--- src/hdl/dfe_pkg.sv ---
package dfe_pkg;

    localparam int SIG_W     = 8;   // input sample width, signed.
    localparam int TAP_COUNT = 5;   // tap 0 is the main cursor.
    localparam int LOC_W     = 3;   // tap address width.
    localparam int TAP_W     = 16;  // expanded tap width, signed.
    localparam int ACC_W     = 20;  // isi sum and equalized value width.

    // tap as mantissa times two to the power of shift.
    typedef struct packed {
        logic signed [SIG_W-1:0] mant;
        logic        [2:0]       shift;
    } coef_t;

    typedef enum logic [1:0] {
        sym_m3 = 2'b00,
        sym_m1 = 2'b01,
        sym_p1 = 2'b10,
        sym_p3 = 2'b11
    } pam4_sym_t;

    typedef enum logic {
        st_fill,
        st_run
    } dfe_state_t;

    typedef struct packed {
        logic signed [ACC_W-1:0] equalized;
        pam4_sym_t               symbol;
        logic                    valid;
    } dfe_out_t;

    // signed pam4 level of a decided symbol.
    function automatic logic signed [2:0] sym_level(input pam4_sym_t sym);
        logic signed [2:0] lvl;
        case (sym)
            sym_m3:  lvl = -3'sd3;
            sym_m1:  lvl = -3'sd1;
            sym_p1:  lvl = 3'sd1;
            default: lvl = 3'sd3;
        endcase
        return lvl;
    endfunction

endpackage

--- src/hdl/dfe_ctrl.sv ---
`timescale 1ns/1ps

module dfe_ctrl (
    input  logic clk,
    input  logic rstn,
    input  logic all_filled,
    input  logic sample_valid,
    input  logic load_mem,
    output logic accept,
    output logic ready
);

    import dfe_pkg::*;

    dfe_state_t state;
    dfe_state_t state_nxt;

    // only leaves st_fill once, reset is the only way back.
    always_comb begin
        state_nxt = state;
        case (state)
            st_fill: begin
                if (all_filled) begin
                    state_nxt = st_run;
                end
            end
            st_run: begin
                state_nxt = st_run; // taps rewritten in place.
            end
            default: begin
                state_nxt = st_fill;
            end
        endcase
    end

    always_ff @(posedge clk or negedge rstn) begin
        if (!rstn) begin
            state <= st_fill;
        end else begin
            state <= state_nxt;
        end
    end

    assign ready = (state == st_run);

    // sample coinciding with a tap write is dropped.
    assign accept = sample_valid && (state == st_run) && !load_mem;

endmodule

--- src/hdl/coef_fill_tracker.sv ---
`timescale 1ns/1ps

module coef_fill_tracker (
    input  logic                      clk,
    input  logic                      rstn,
    input  logic                      load_mem,
    input  logic [dfe_pkg::LOC_W-1:0] location,
    output logic                      wr_en,
    output logic                      all_filled
);

    import dfe_pkg::*;

    logic [TAP_COUNT-1:0] written;   // one bit per tap seen.
    logic [LOC_W-1:0]     fill_cnt;  // number of distinct taps written.
    logic [LOC_W-1:0]     cnt_nxt;
    logic                 new_loc;

    assign wr_en   = load_mem && (location < LOC_W'(TAP_COUNT)); // out of range ignored.
    assign new_loc = wr_en && !written[location];                // rewrites do not count.
    assign cnt_nxt = fill_cnt + LOC_W'(new_loc);

    always_ff @(posedge clk or negedge rstn) begin
        if (!rstn) begin
            written    <= '0;
            fill_cnt   <= '0;
            all_filled <= 1'b0;
        end else begin
            if (new_loc) begin
                written[location] <= 1'b1;
                fill_cnt          <= cnt_nxt;
            end
            // sticky, set on the same edge as the last new tap.
            if (cnt_nxt == LOC_W'(TAP_COUNT)) begin
                all_filled <= 1'b1;
            end
        end
    end

endmodule

--- src/hdl/coef_bank.sv ---
`timescale 1ns/1ps

module coef_bank (
    input  logic                             clk,
    input  logic                             rstn,
    input  logic                             wr_en,
    input  logic        [dfe_pkg::LOC_W-1:0] location,
    input  dfe_pkg::coef_t                   mem_data,
    output logic signed [dfe_pkg::TAP_W-1:0] taps [dfe_pkg::TAP_COUNT]
);

    import dfe_pkg::*;

    coef_t coefs [TAP_COUNT];  // stored mantissa and shift per tap.

    // wr_en is already range checked by the tracker.
    always_ff @(posedge clk or negedge rstn) begin
        if (!rstn) begin
            for (int k = 0; k < TAP_COUNT; k++) begin
                coefs[k] <= '0;
            end
        end else if (wr_en) begin
            coefs[location] <= mem_data;
        end
    end

    // h = mant * 2^shift, done as sign extension then arithmetic shift.
    always_comb begin
        logic signed [TAP_W-1:0] mant_ext;
        for (int k = 0; k < TAP_COUNT; k++) begin
            mant_ext = TAP_W'($signed(coefs[k].mant));
            taps[k]  = mant_ext <<< coefs[k].shift;
        end
    end

endmodule

--- src/hdl/symbol_slicer.sv ---
`timescale 1ns/1ps

module symbol_slicer (
    input  logic signed [dfe_pkg::ACC_W-1:0] equalized,
    input  logic signed [dfe_pkg::TAP_W-1:0] main_tap,
    output dfe_pkg::pam4_sym_t               symbol
);

    import dfe_pkg::*;

    logic signed [ACC_W-1:0] thr_hi;  // +2*h0.
    logic signed [ACC_W-1:0] thr_lo;  // -2*h0.

    // thresholds scale with the main cursor instead of dividing by it.
    assign thr_hi = ACC_W'(main_tap) <<< 1;
    assign thr_lo = -thr_hi;

    always_comb begin
        if (equalized >= thr_hi) begin
            symbol = sym_p3;
        end else if (equalized >= 0) begin
            symbol = sym_p1;
        end else if (equalized >= thr_lo) begin
            symbol = sym_m1;
        end else begin
            symbol = sym_m3;
        end
    end

endmodule

--- src/hdl/isi_canceller.sv ---
`timescale 1ns/1ps

module isi_canceller (
    input  logic                             clk,
    input  logic                             rstn,
    input  logic                             accept,
    input  logic signed [dfe_pkg::SIG_W-1:0] sample,
    input  logic signed [dfe_pkg::TAP_W-1:0] taps [dfe_pkg::TAP_COUNT],
    output dfe_pkg::dfe_out_t                result
);

    import dfe_pkg::*;

    localparam int HIST_LEN = TAP_COUNT - 1;  // one slot per post-cursor.

    pam4_sym_t               hist [HIST_LEN];  // hist[0] is d[n-1].
    logic signed [ACC_W-1:0] isi_sum;
    logic signed [ACC_W-1:0] eq_val;
    pam4_sym_t               sym_now;
    logic signed [ACC_W-1:0] eq_q;
    pam4_sym_t               sym_q;
    logic                    valid_q;

    // predicted isi from the last four decisions.
    always_comb begin
        isi_sum = '0;
        for (int k = 1; k < TAP_COUNT; k++) begin
            isi_sum = isi_sum + ACC_W'(taps[k]) * ACC_W'(sym_level(hist[k-1]));
        end
    end

    assign eq_val = ACC_W'(sample) - isi_sum;

    symbol_slicer u_slicer (
        .equalized (eq_val),
        .main_tap  (taps[0]),
        .symbol    (sym_now)
    );

    // decision history, starts at +1 everywhere.
    always_ff @(posedge clk or negedge rstn) begin
        if (!rstn) begin
            for (int k = 0; k < HIST_LEN; k++) begin
                hist[k] <= sym_p1;
            end
            valid_q <= 1'b0;
        end else begin
            valid_q <= accept;  // result lives for one cycle.
            if (accept) begin
                hist[0] <= sym_now;
                for (int k = 1; k < HIST_LEN; k++) begin
                    hist[k] <= hist[k-1];
                end
            end
        end
    end

    always_ff @(posedge clk) begin
        if (accept) begin
            eq_q  <= eq_val;
            sym_q <= sym_now;
        end
    end

    assign result.equalized = eq_q;
    assign result.symbol    = sym_q;
    assign result.valid     = valid_q;

endmodule

--- src/hdl/dfe_top.sv ---
`timescale 1ns/1ps

module dfe_top (
    input  logic                             clk,
    input  logic                             rstn,
    input  logic signed [dfe_pkg::SIG_W-1:0] sample,
    input  logic                             sample_valid,
    input  logic                             load_mem,
    input  logic        [dfe_pkg::LOC_W-1:0] location,
    input  dfe_pkg::coef_t                   mem_data,
    output logic                             done_wait,
    output dfe_pkg::dfe_out_t                result
);

    import dfe_pkg::*;

    logic                    all_filled;
    logic                    wr_en;
    logic                    accept;
    logic                    ready;
    logic signed [TAP_W-1:0] taps [TAP_COUNT];

    // fill then run sequencing and sample qualification.
    dfe_ctrl u_ctrl (
        .clk          (clk),
        .rstn         (rstn),
        .all_filled   (all_filled),
        .sample_valid (sample_valid),
        .load_mem     (load_mem),
        .accept       (accept),
        .ready        (ready)
    );

    // range check and tracking of written taps.
    coef_fill_tracker u_fill (
        .clk        (clk),
        .rstn       (rstn),
        .load_mem   (load_mem),
        .location   (location),
        .wr_en      (wr_en),
        .all_filled (all_filled)
    );

    coef_bank u_bank (
        .clk      (clk),
        .rstn     (rstn),
        .wr_en    (wr_en),
        .location (location),
        .mem_data (mem_data),
        .taps     (taps)
    );

    // equalize, slice and register one sample per accept.
    isi_canceller u_canceller (
        .clk    (clk),
        .rstn   (rstn),
        .accept (accept),
        .sample (sample),
        .taps   (taps),
        .result (result)
    );

    assign done_wait = ready;

endmodule

--- config.mk ---
export PLATFORM = sky130hd
export DESIGN_NAME = dfe_top
export DESIGN_NICKNAME = d
export VERILOG_FILES = /design/src/hdl/dfe_pkg.sv /design/src/hdl/dfe_ctrl.sv /design/src/hdl/coef_fill_tracker.sv /design/src/hdl/coef_bank.sv /design/src/hdl/symbol_slicer.sv /design/src/hdl/isi_canceller.sv /design/src/hdl/dfe_top.sv
export SDC_FILE = /design/constraint.sdc
export NUM_CORES = 1
export LEC_CHECK = 0
export BUFFER_PORTS_ARGS = -buffer_cell sky130_fd_sc_hd__buf_4
export CAP_MARGIN = 20
export CORE_MARGIN = 1.5
export CORE_UTILIZATION = 63
export DETAILED_ROUTE_END_ITERATION = 8
export PLACE_DENSITY_LB_ADDON = 0.25
export SLEW_MARGIN = 20
export SYNTH_ARGS = -nofsm -noshare
export SYNTH_HDL_FRONTEND = slang
export SYNTH_SLANG_ARGS = --single-unit
--- constraint.sdc ---
create_clock -name clk -period 11.22 [get_ports clk]
set_clock_uncertainty 0.2 [all_clocks]
set_input_delay 2.805 -clock clk [delete_from_list [all_inputs] [get_ports clk]]
set_output_delay 2.805 -clock clk [all_outputs]
set_load 0.02 [all_outputs]
**Word level (Yosys, flattened, before mapping)**

Index checks and enable logic that the tools add are counted.

- Flip-flop bits (word level): 96
- Bits in latches: 0
- Memory bits (writable): 0
- ROM bits: 0
- Output and inout port bits: 24
- Word-level logic and storage cells: 84
- Memories kept: 0

- Add/subtract/negate cells: 6
- $mul: 4
- Div/mod/pow operators: 0
- Magnitude comparators: 8
- Equal/unequal tests: 9
- Shift-type cells: 5
- Mux-type cells: 16
- Bitwise logic cells: 3
- Reduce and logical (&&, ||, !) cells: 12

Operator list:

| cell | number |
|---|---|
| <<< shifter 8 x 3 -> 16 bit | 5 |
| multiplier 16 x 3 -> 19 bit | 4 |
| adder 20 bit | 3 |
| bitwise mux 55 bit | 1 |
| case mux 3 bit (3 select lines) | 4 |
| demux 11 bit (select 3 bit) | 1 |
| greater-or-equal comparator 20 x 1 -> 1 bit, second input constant | 1 |
| greater-or-equal comparator 20 x 17 -> 1 bit | 1 |
| greater-or-equal comparator 20 bit | 1 |
| negator 17 -> 20 bit | 1 |
| subtractor 8 x 20 -> 20 bit | 1 |
| two-way mux 11 bit | 1 |
| == test 2 x 1 -> 1 bit, second input constant | 4 |
| == test 2 bit, second input constant | 4 |
| logical NOT 2 bit | 4 |
| logical AND 1 bit | 6 |
| bitwise OR 5 bit | 1 |
| greater-or-equal comparator 4 bit, second input constant | 1 |
| < comparator 3 x 4 -> 1 bit, second input constant | 1 |
| < comparator 4 x 1 -> 1 bit, second input constant | 1 |
| two-way mux 1 bit | 4 |
| two-way mux 2 bit | 2 |
| NOT 3 -> 4 bit | 1 |
| adder 3 x 1 -> 3 bit | 1 |
| other kinds (8) | 9 |

**Depth between registers and ports, before layout**

- Depth in word-level cells: 11
- Depth in mapped cells: 42
- Depth with buffers taken out: 41

**By module**

From an unflattened synthesis, not the netlist that was laid out.

- Cell total of the unflattened synthesis: 1467
- Area, all modules: 14480.1 µm²

By module, submodules not included:

| module | times used | cells each | area each (µm²) | sequential area each (µm²) |
|---|---|---|---|---|
| isi_canceller | 1 | 896 | 8728.4 | 890.9 |
| coef_bank | 1 | 368 | 4031.4 | 1376.3 |
| symbol_slicer | 1 | 156 | 1177.4 | 0.0 |
| coef_fill_tracker | 1 | 44 | 501.7 | 225.2 |
| dfe_ctrl | 1 | 3 | 41.3 | 25.0 |

**Least setup slack after synthesis**

OpenSTA, ideal clock, no wires.

- Path type: register to register
- Start point: register u_bank.coefs[22] in the netlist's numbering
- End point: register u_canceller.sym_q[0], data pin
- Setup time: 0.255 ns
- Data arrival time: 8.606 ns
- Required time: 10.765 ns
- Path slack: 2.160 ns
- Cell stages (with the launch flop): 40
- Cell sequence: dfrtp_1 > buf_1 > mux2i_1 > mux2_2 > nor2_1 > inv_1 > fa_1 > fa_1 > inv_1 > ha_1 > inv_1 > fa_1 > nor2b_1 > o21ai_0 > a21boi_0 > o21ai_0 > a211oi_1 > nor3_1 > (+4 left out) > fa_1 > fa_1 > ha_1 > a21o_1 > a21o_1 > o21ai_0 > o211ai_1 > a21oi_2 > xor2_2 > ha_1 > nand4_1 > nor2_1 > a21oi_1 > o211ai_1 > o21bai_1 > xnor2_1 > nor2_1 > a21bo_2

- Longest elaborated chain between the ends: 10

Ends and longest elaborated chain:

| item | RTL line | text |
|---|---|---|
| start: declaration | coef_bank.sv:14 | `coef_t coefs [TAP_COUNT];` |
| start signal: indexed assignment | coef_bank.sv:23 | `coefs[location] <= mem_data;` |
| <<< shifter 8 x 3 -> 16 bit (*) | coef_bank.sv:32 | `taps[k] = mant_ext <<< coefs[k].shift;` |
| multiplier 16 x 3 -> 19 bit (*) | isi_canceller.sv:28 | `isi_sum = isi_sum + ACC_W'(taps[k]) * ACC_W'(sym_level(hist[k-1]));` |
| adder 20 bit (*) (3 in a row) | isi_canceller.sv:28 |  |
| subtractor 8 x 20 -> 20 bit (*) | isi_canceller.sv:32 | `assign eq_val = ACC_W'(sample) - isi_sum;` |
| named net u_canceller.eq_val[19] | isi_canceller.sv:18 | `logic signed [ACC_W-1:0] eq_val;` |
| greater-or-equal comparator 20 bit | symbol_slicer.sv:23 | `end else if (equalized >= thr_lo) begin` |
| two-way mux 1 bit | symbol_slicer.sv:23 |  |
| two-way mux 2 bit | symbol_slicer.sv:21 | `end else if (equalized >= 0) begin` |
| two-way mux 2 bit (*) | symbol_slicer.sv:19 | `if (equalized >= thr_hi) begin` |
| named net u_canceller.sym_now[0] | isi_canceller.sv:19 | `pam4_sym_t sym_now;` |
| end signal: assignment | isi_canceller.sv:61 | `sym_q <= sym_now;` |
| end: declaration | isi_canceller.sv:21 | `pam4_sym_t sym_q;` |

Mark *: on every way through the listed nets, which the timed path passes. The rest lies on a longest branch.
A chain may end at the register's enable or synchronous reset.

**Worst setup path in the final report**

- Start point: register u_bank.coefs[12] in the netlist's numbering
- End point: register u_canceller.sym_q[0], data pin

- Longest elaborated chain between the ends: 9

Ends and longest elaborated chain:

| item | RTL line |
|---|---|
| <<< shifter 8 x 3 -> 16 bit (*) | coef_bank.sv:32 |
| multiplier 16 x 3 -> 19 bit (*) | isi_canceller.sv:28 |
| adder 20 bit (*) (2 in a row) | isi_canceller.sv:28 |
| subtractor 8 x 20 -> 20 bit (*) | isi_canceller.sv:32 |
| named net u_canceller.eq_val[19] | isi_canceller.sv:18 |
| greater-or-equal comparator 20 bit | symbol_slicer.sv:23 |
| two-way mux 1 bit | symbol_slicer.sv:23 |
| two-way mux 2 bit | symbol_slicer.sv:21 |
| two-way mux 2 bit (*) | symbol_slicer.sv:19 |
| named net u_canceller.sym_now[0] | isi_canceller.sv:19 |

Marked as above.

==> out/results.tsv <==
metric	value	unit
status	complete, no violations	
ANT nets after route	0	
R2R depth	39	
Crit path max-delay family	adder cells	
DR vias/cell	5.87	
maxcap violations	0	
Nets	1912	
Post-CTS Resized	0	
detailed placement HPWL	26500	µm
Bufs on Longest Clock Path	2	
launch point of the worst reg-to-reg path	u_bank.coefs[12]	
max_slew headroom	0.286	
WP depth	39	
Compound-Gate Fraction of Synth Area	0.134	
clock root cell	clkbuf_16	
XOR/XNOR share of the synthesized area	0.0570	
R2R Path End	u_canceller.sym_q[0]	
met2 global-route usage	0.493	
worst-path fanout max	14	
Overall Global Routing Usage	0.283	
Hold Path End	u_fill.written[1]	
CORE AREA	21800	µm²
R2R Setup Slk	1.49	ns
cell area after technology mapping	14000	µm²
mux cell area share after synthesis	0.0788	
Syn Nets	1898	
row count	54	
Congestion Overflow GR	0	
CTS hold repair buffers	0	
Setup crit end kind	register	
final count of hold timing violations	0	
Yosys warnings	0	
sequential share of the synthesized area	0.179	
max-slew violation count	0	
CTS tree	done	
Netlist cell types	73	
met1 global-route usage	0.361	
CP peak stage delay	0.66	ns
number of remaining DRC errors	0	
Die W	152	µm
number of global-route vias before repair	10900	
Post-CTS Setup Bufs	0	
Tmin final	9.73	ns
Critical Path Start Type	register	
Synth Area in Simple Gates	0.152	
Synth Flop Type	dfrtp_1	
die area	23200	µm²
first-pass GRT wire length	52900	µm
CTS buffer count	9	
Tightest Hold Check Type	register to register	
Worst Path Required	11.14	ns
io pins	50	
layout cells sized above 1	0.104	
Initial Util	0.643	
Synth Area per Inst	8.94	µm²
largest net degree at the start of global routing	75	
Synth-to-Final Area Change	6.10	%
worst-skew pair later-pin latency	0.36	ns
worst-margin pin slew	1.07	ns
FFs w/ async S/R, synth	0.771	
crit share post-route	0.867	
Final Setup Violations	0	
First-pass DRT Iterations	5	
HP Start	u_fill.written[1]	
clock slew at reported path FFs	0.08	ns
Post-Synth Adder-Cell Area	0.334	
CP most frequent cell	ha_1	
Via Count	11000	
RSZ-0062 raised after global routing	false	
busiest grt layer	met2	
WHS Path Cells	1	
#FFs+latches synth	96	
clock sinks	96	
# H-tree levels	3	
IO Port Bufs	49	
Die H	152	µm
met3 Use GR	0.0313	
drt wl/cell	17.1	µm
CP Class	register to register	
Crit path arrival time	9.64	ns
Detailed Route WL	32000	µm
largest family of logic cells by synthesized area	adder cells	
diode count	0	
Post-synth EDFFs	22	
final worst setup slack	1.49	ns
Cells after Synth	1570	
Setup WS pre-CTS	1.46	ns
Initial DRC Count	682	
Buf/Inv on CP	3	
TNS Setup	0	ns
antenna violations before repair	0	
RD Place Congestion	0.984	
Fillers	1733	
FMAX	103	MHz
Slowest cell on crit path	dfrtp_1	
## sequential cells by signal, indices dropped and copies added, names as in the netlist
name                 cells
u_fill.all_filled        1
u_canceller.valid_q      1
u_ctrl.ready             1
u_canceller.eq_q        20
u_canceller.hist         8
u_fill.written           5
u_bank.coefs            55
u_fill.fill_cnt          3
u_canceller.sym_q        2
## cells in the mapped netlist, drive strengths merged (30+ instances only)
master  instances  area, µm²
clkbuf         39        146
a21oi          97        500
xnor2          46        403
a21o           38        285
o21ai          75        375
mux2i          43        430
and2           30        188
nor3           30        155
nor2           91        342
dfrtp          70       1750
nand2b         34        213
mux2           52        586
xor2           42        375
nand2         160        603
fa            119       2380
ha            183       2290
inv           192        721
## cell type report
class | count | area [µm²] | share of cell area
clock buffer | 9 | 225 | 0.0151
clock inverter | 7 | 81.3 | 0.00546
inverter | 195 | 732 | 0.0491
multi-input combinational | 1231 | 10600 | 0.712
sequential | 96 | 2520 | 0.169
tap | 280 | 350 | 0.0235
timing repair buffer | 51 | 383 | 0.0257
## routing by layer
layer  routed length (µm)  share of wire
met1                14000           0.44
met2                15500           0.48
met3                 1290          0.040
met4                 1320          0.041
met5                    0              0
## worst max path at each step
stage | start | to | slack, ns
final | u_bank.coefs[12] | u_canceller.sym_q[0] | 1.49
after global routing | u_bank.coefs[22] | u_canceller.sym_q[0] | 0.76
after CTS | u_bank.coefs[22] | u_canceller.sym_q[0] | 1.42
after detailed placement | u_bank.coefs[22] | u_canceller.sym_q[0] | 1.46
after global placement | u_bank.coefs[22] | u_canceller.sym_q[0] | 1.68
after floorplan | u_bank.coefs[22] | u_canceller.sym_q[0] | 2.16
## stage by stage
stage          cells  utilization  hold slack, ns  instance area (µm²)
6_report        1869        0.683           0.265                14900
5_1_grt         1869        0.683           0.274                14900
4_1_cts         1869        0.683           0.263                14900
3_5_place_dp    1853        0.669           0.245                14600
3_3_place_gp    1853        0.669           0.242                14600
2_1_floorplan   1570            -           0.227                14000
## layout by cell type, fill, tap and decap left out, types with 4 or more instances in the layout
master and instances:
dfstp_2 4, nor2_1 91, or3_1 5, a31oi_1 8, nand2_1 159, edfxtp_1 22, a21boi_0 5, xor2_1 41
fa_1 119, buf_4 51, nand4_1 9, mux4_2 4, nand2b_1 34, a211o_1 5, o211ai_1 5, nand3_1 21
xnor2_1 46, mux2i_1 43, a211oi_1 8, or2_2 18, nor3_1 28, nor2b_1 16, a21oi_1 95, clkbuf_16 9
and2_1 30, mux2_2 52, a21o_1 38, inv_1 192, a311oi_1 4, o21ai_0 74, dfrtp_1 70, o22ai_1 7
ha_1 183, o21bai_1 8, and3_1 10, o21a_1 14
## logic make-up (layout without fill, tap and decap cells)
kind of cell	Yosys count	in the layout
flops	96	96
xor+xnor	89	89
compound gates	299	299
fa+ha+maj	303	303
simple gates	441	441
buf+inv	243	262
mux	99	99
Power is not shown: default switching activity piles up to over one toggle a cycle in this logic, so the estimate is an artifact.
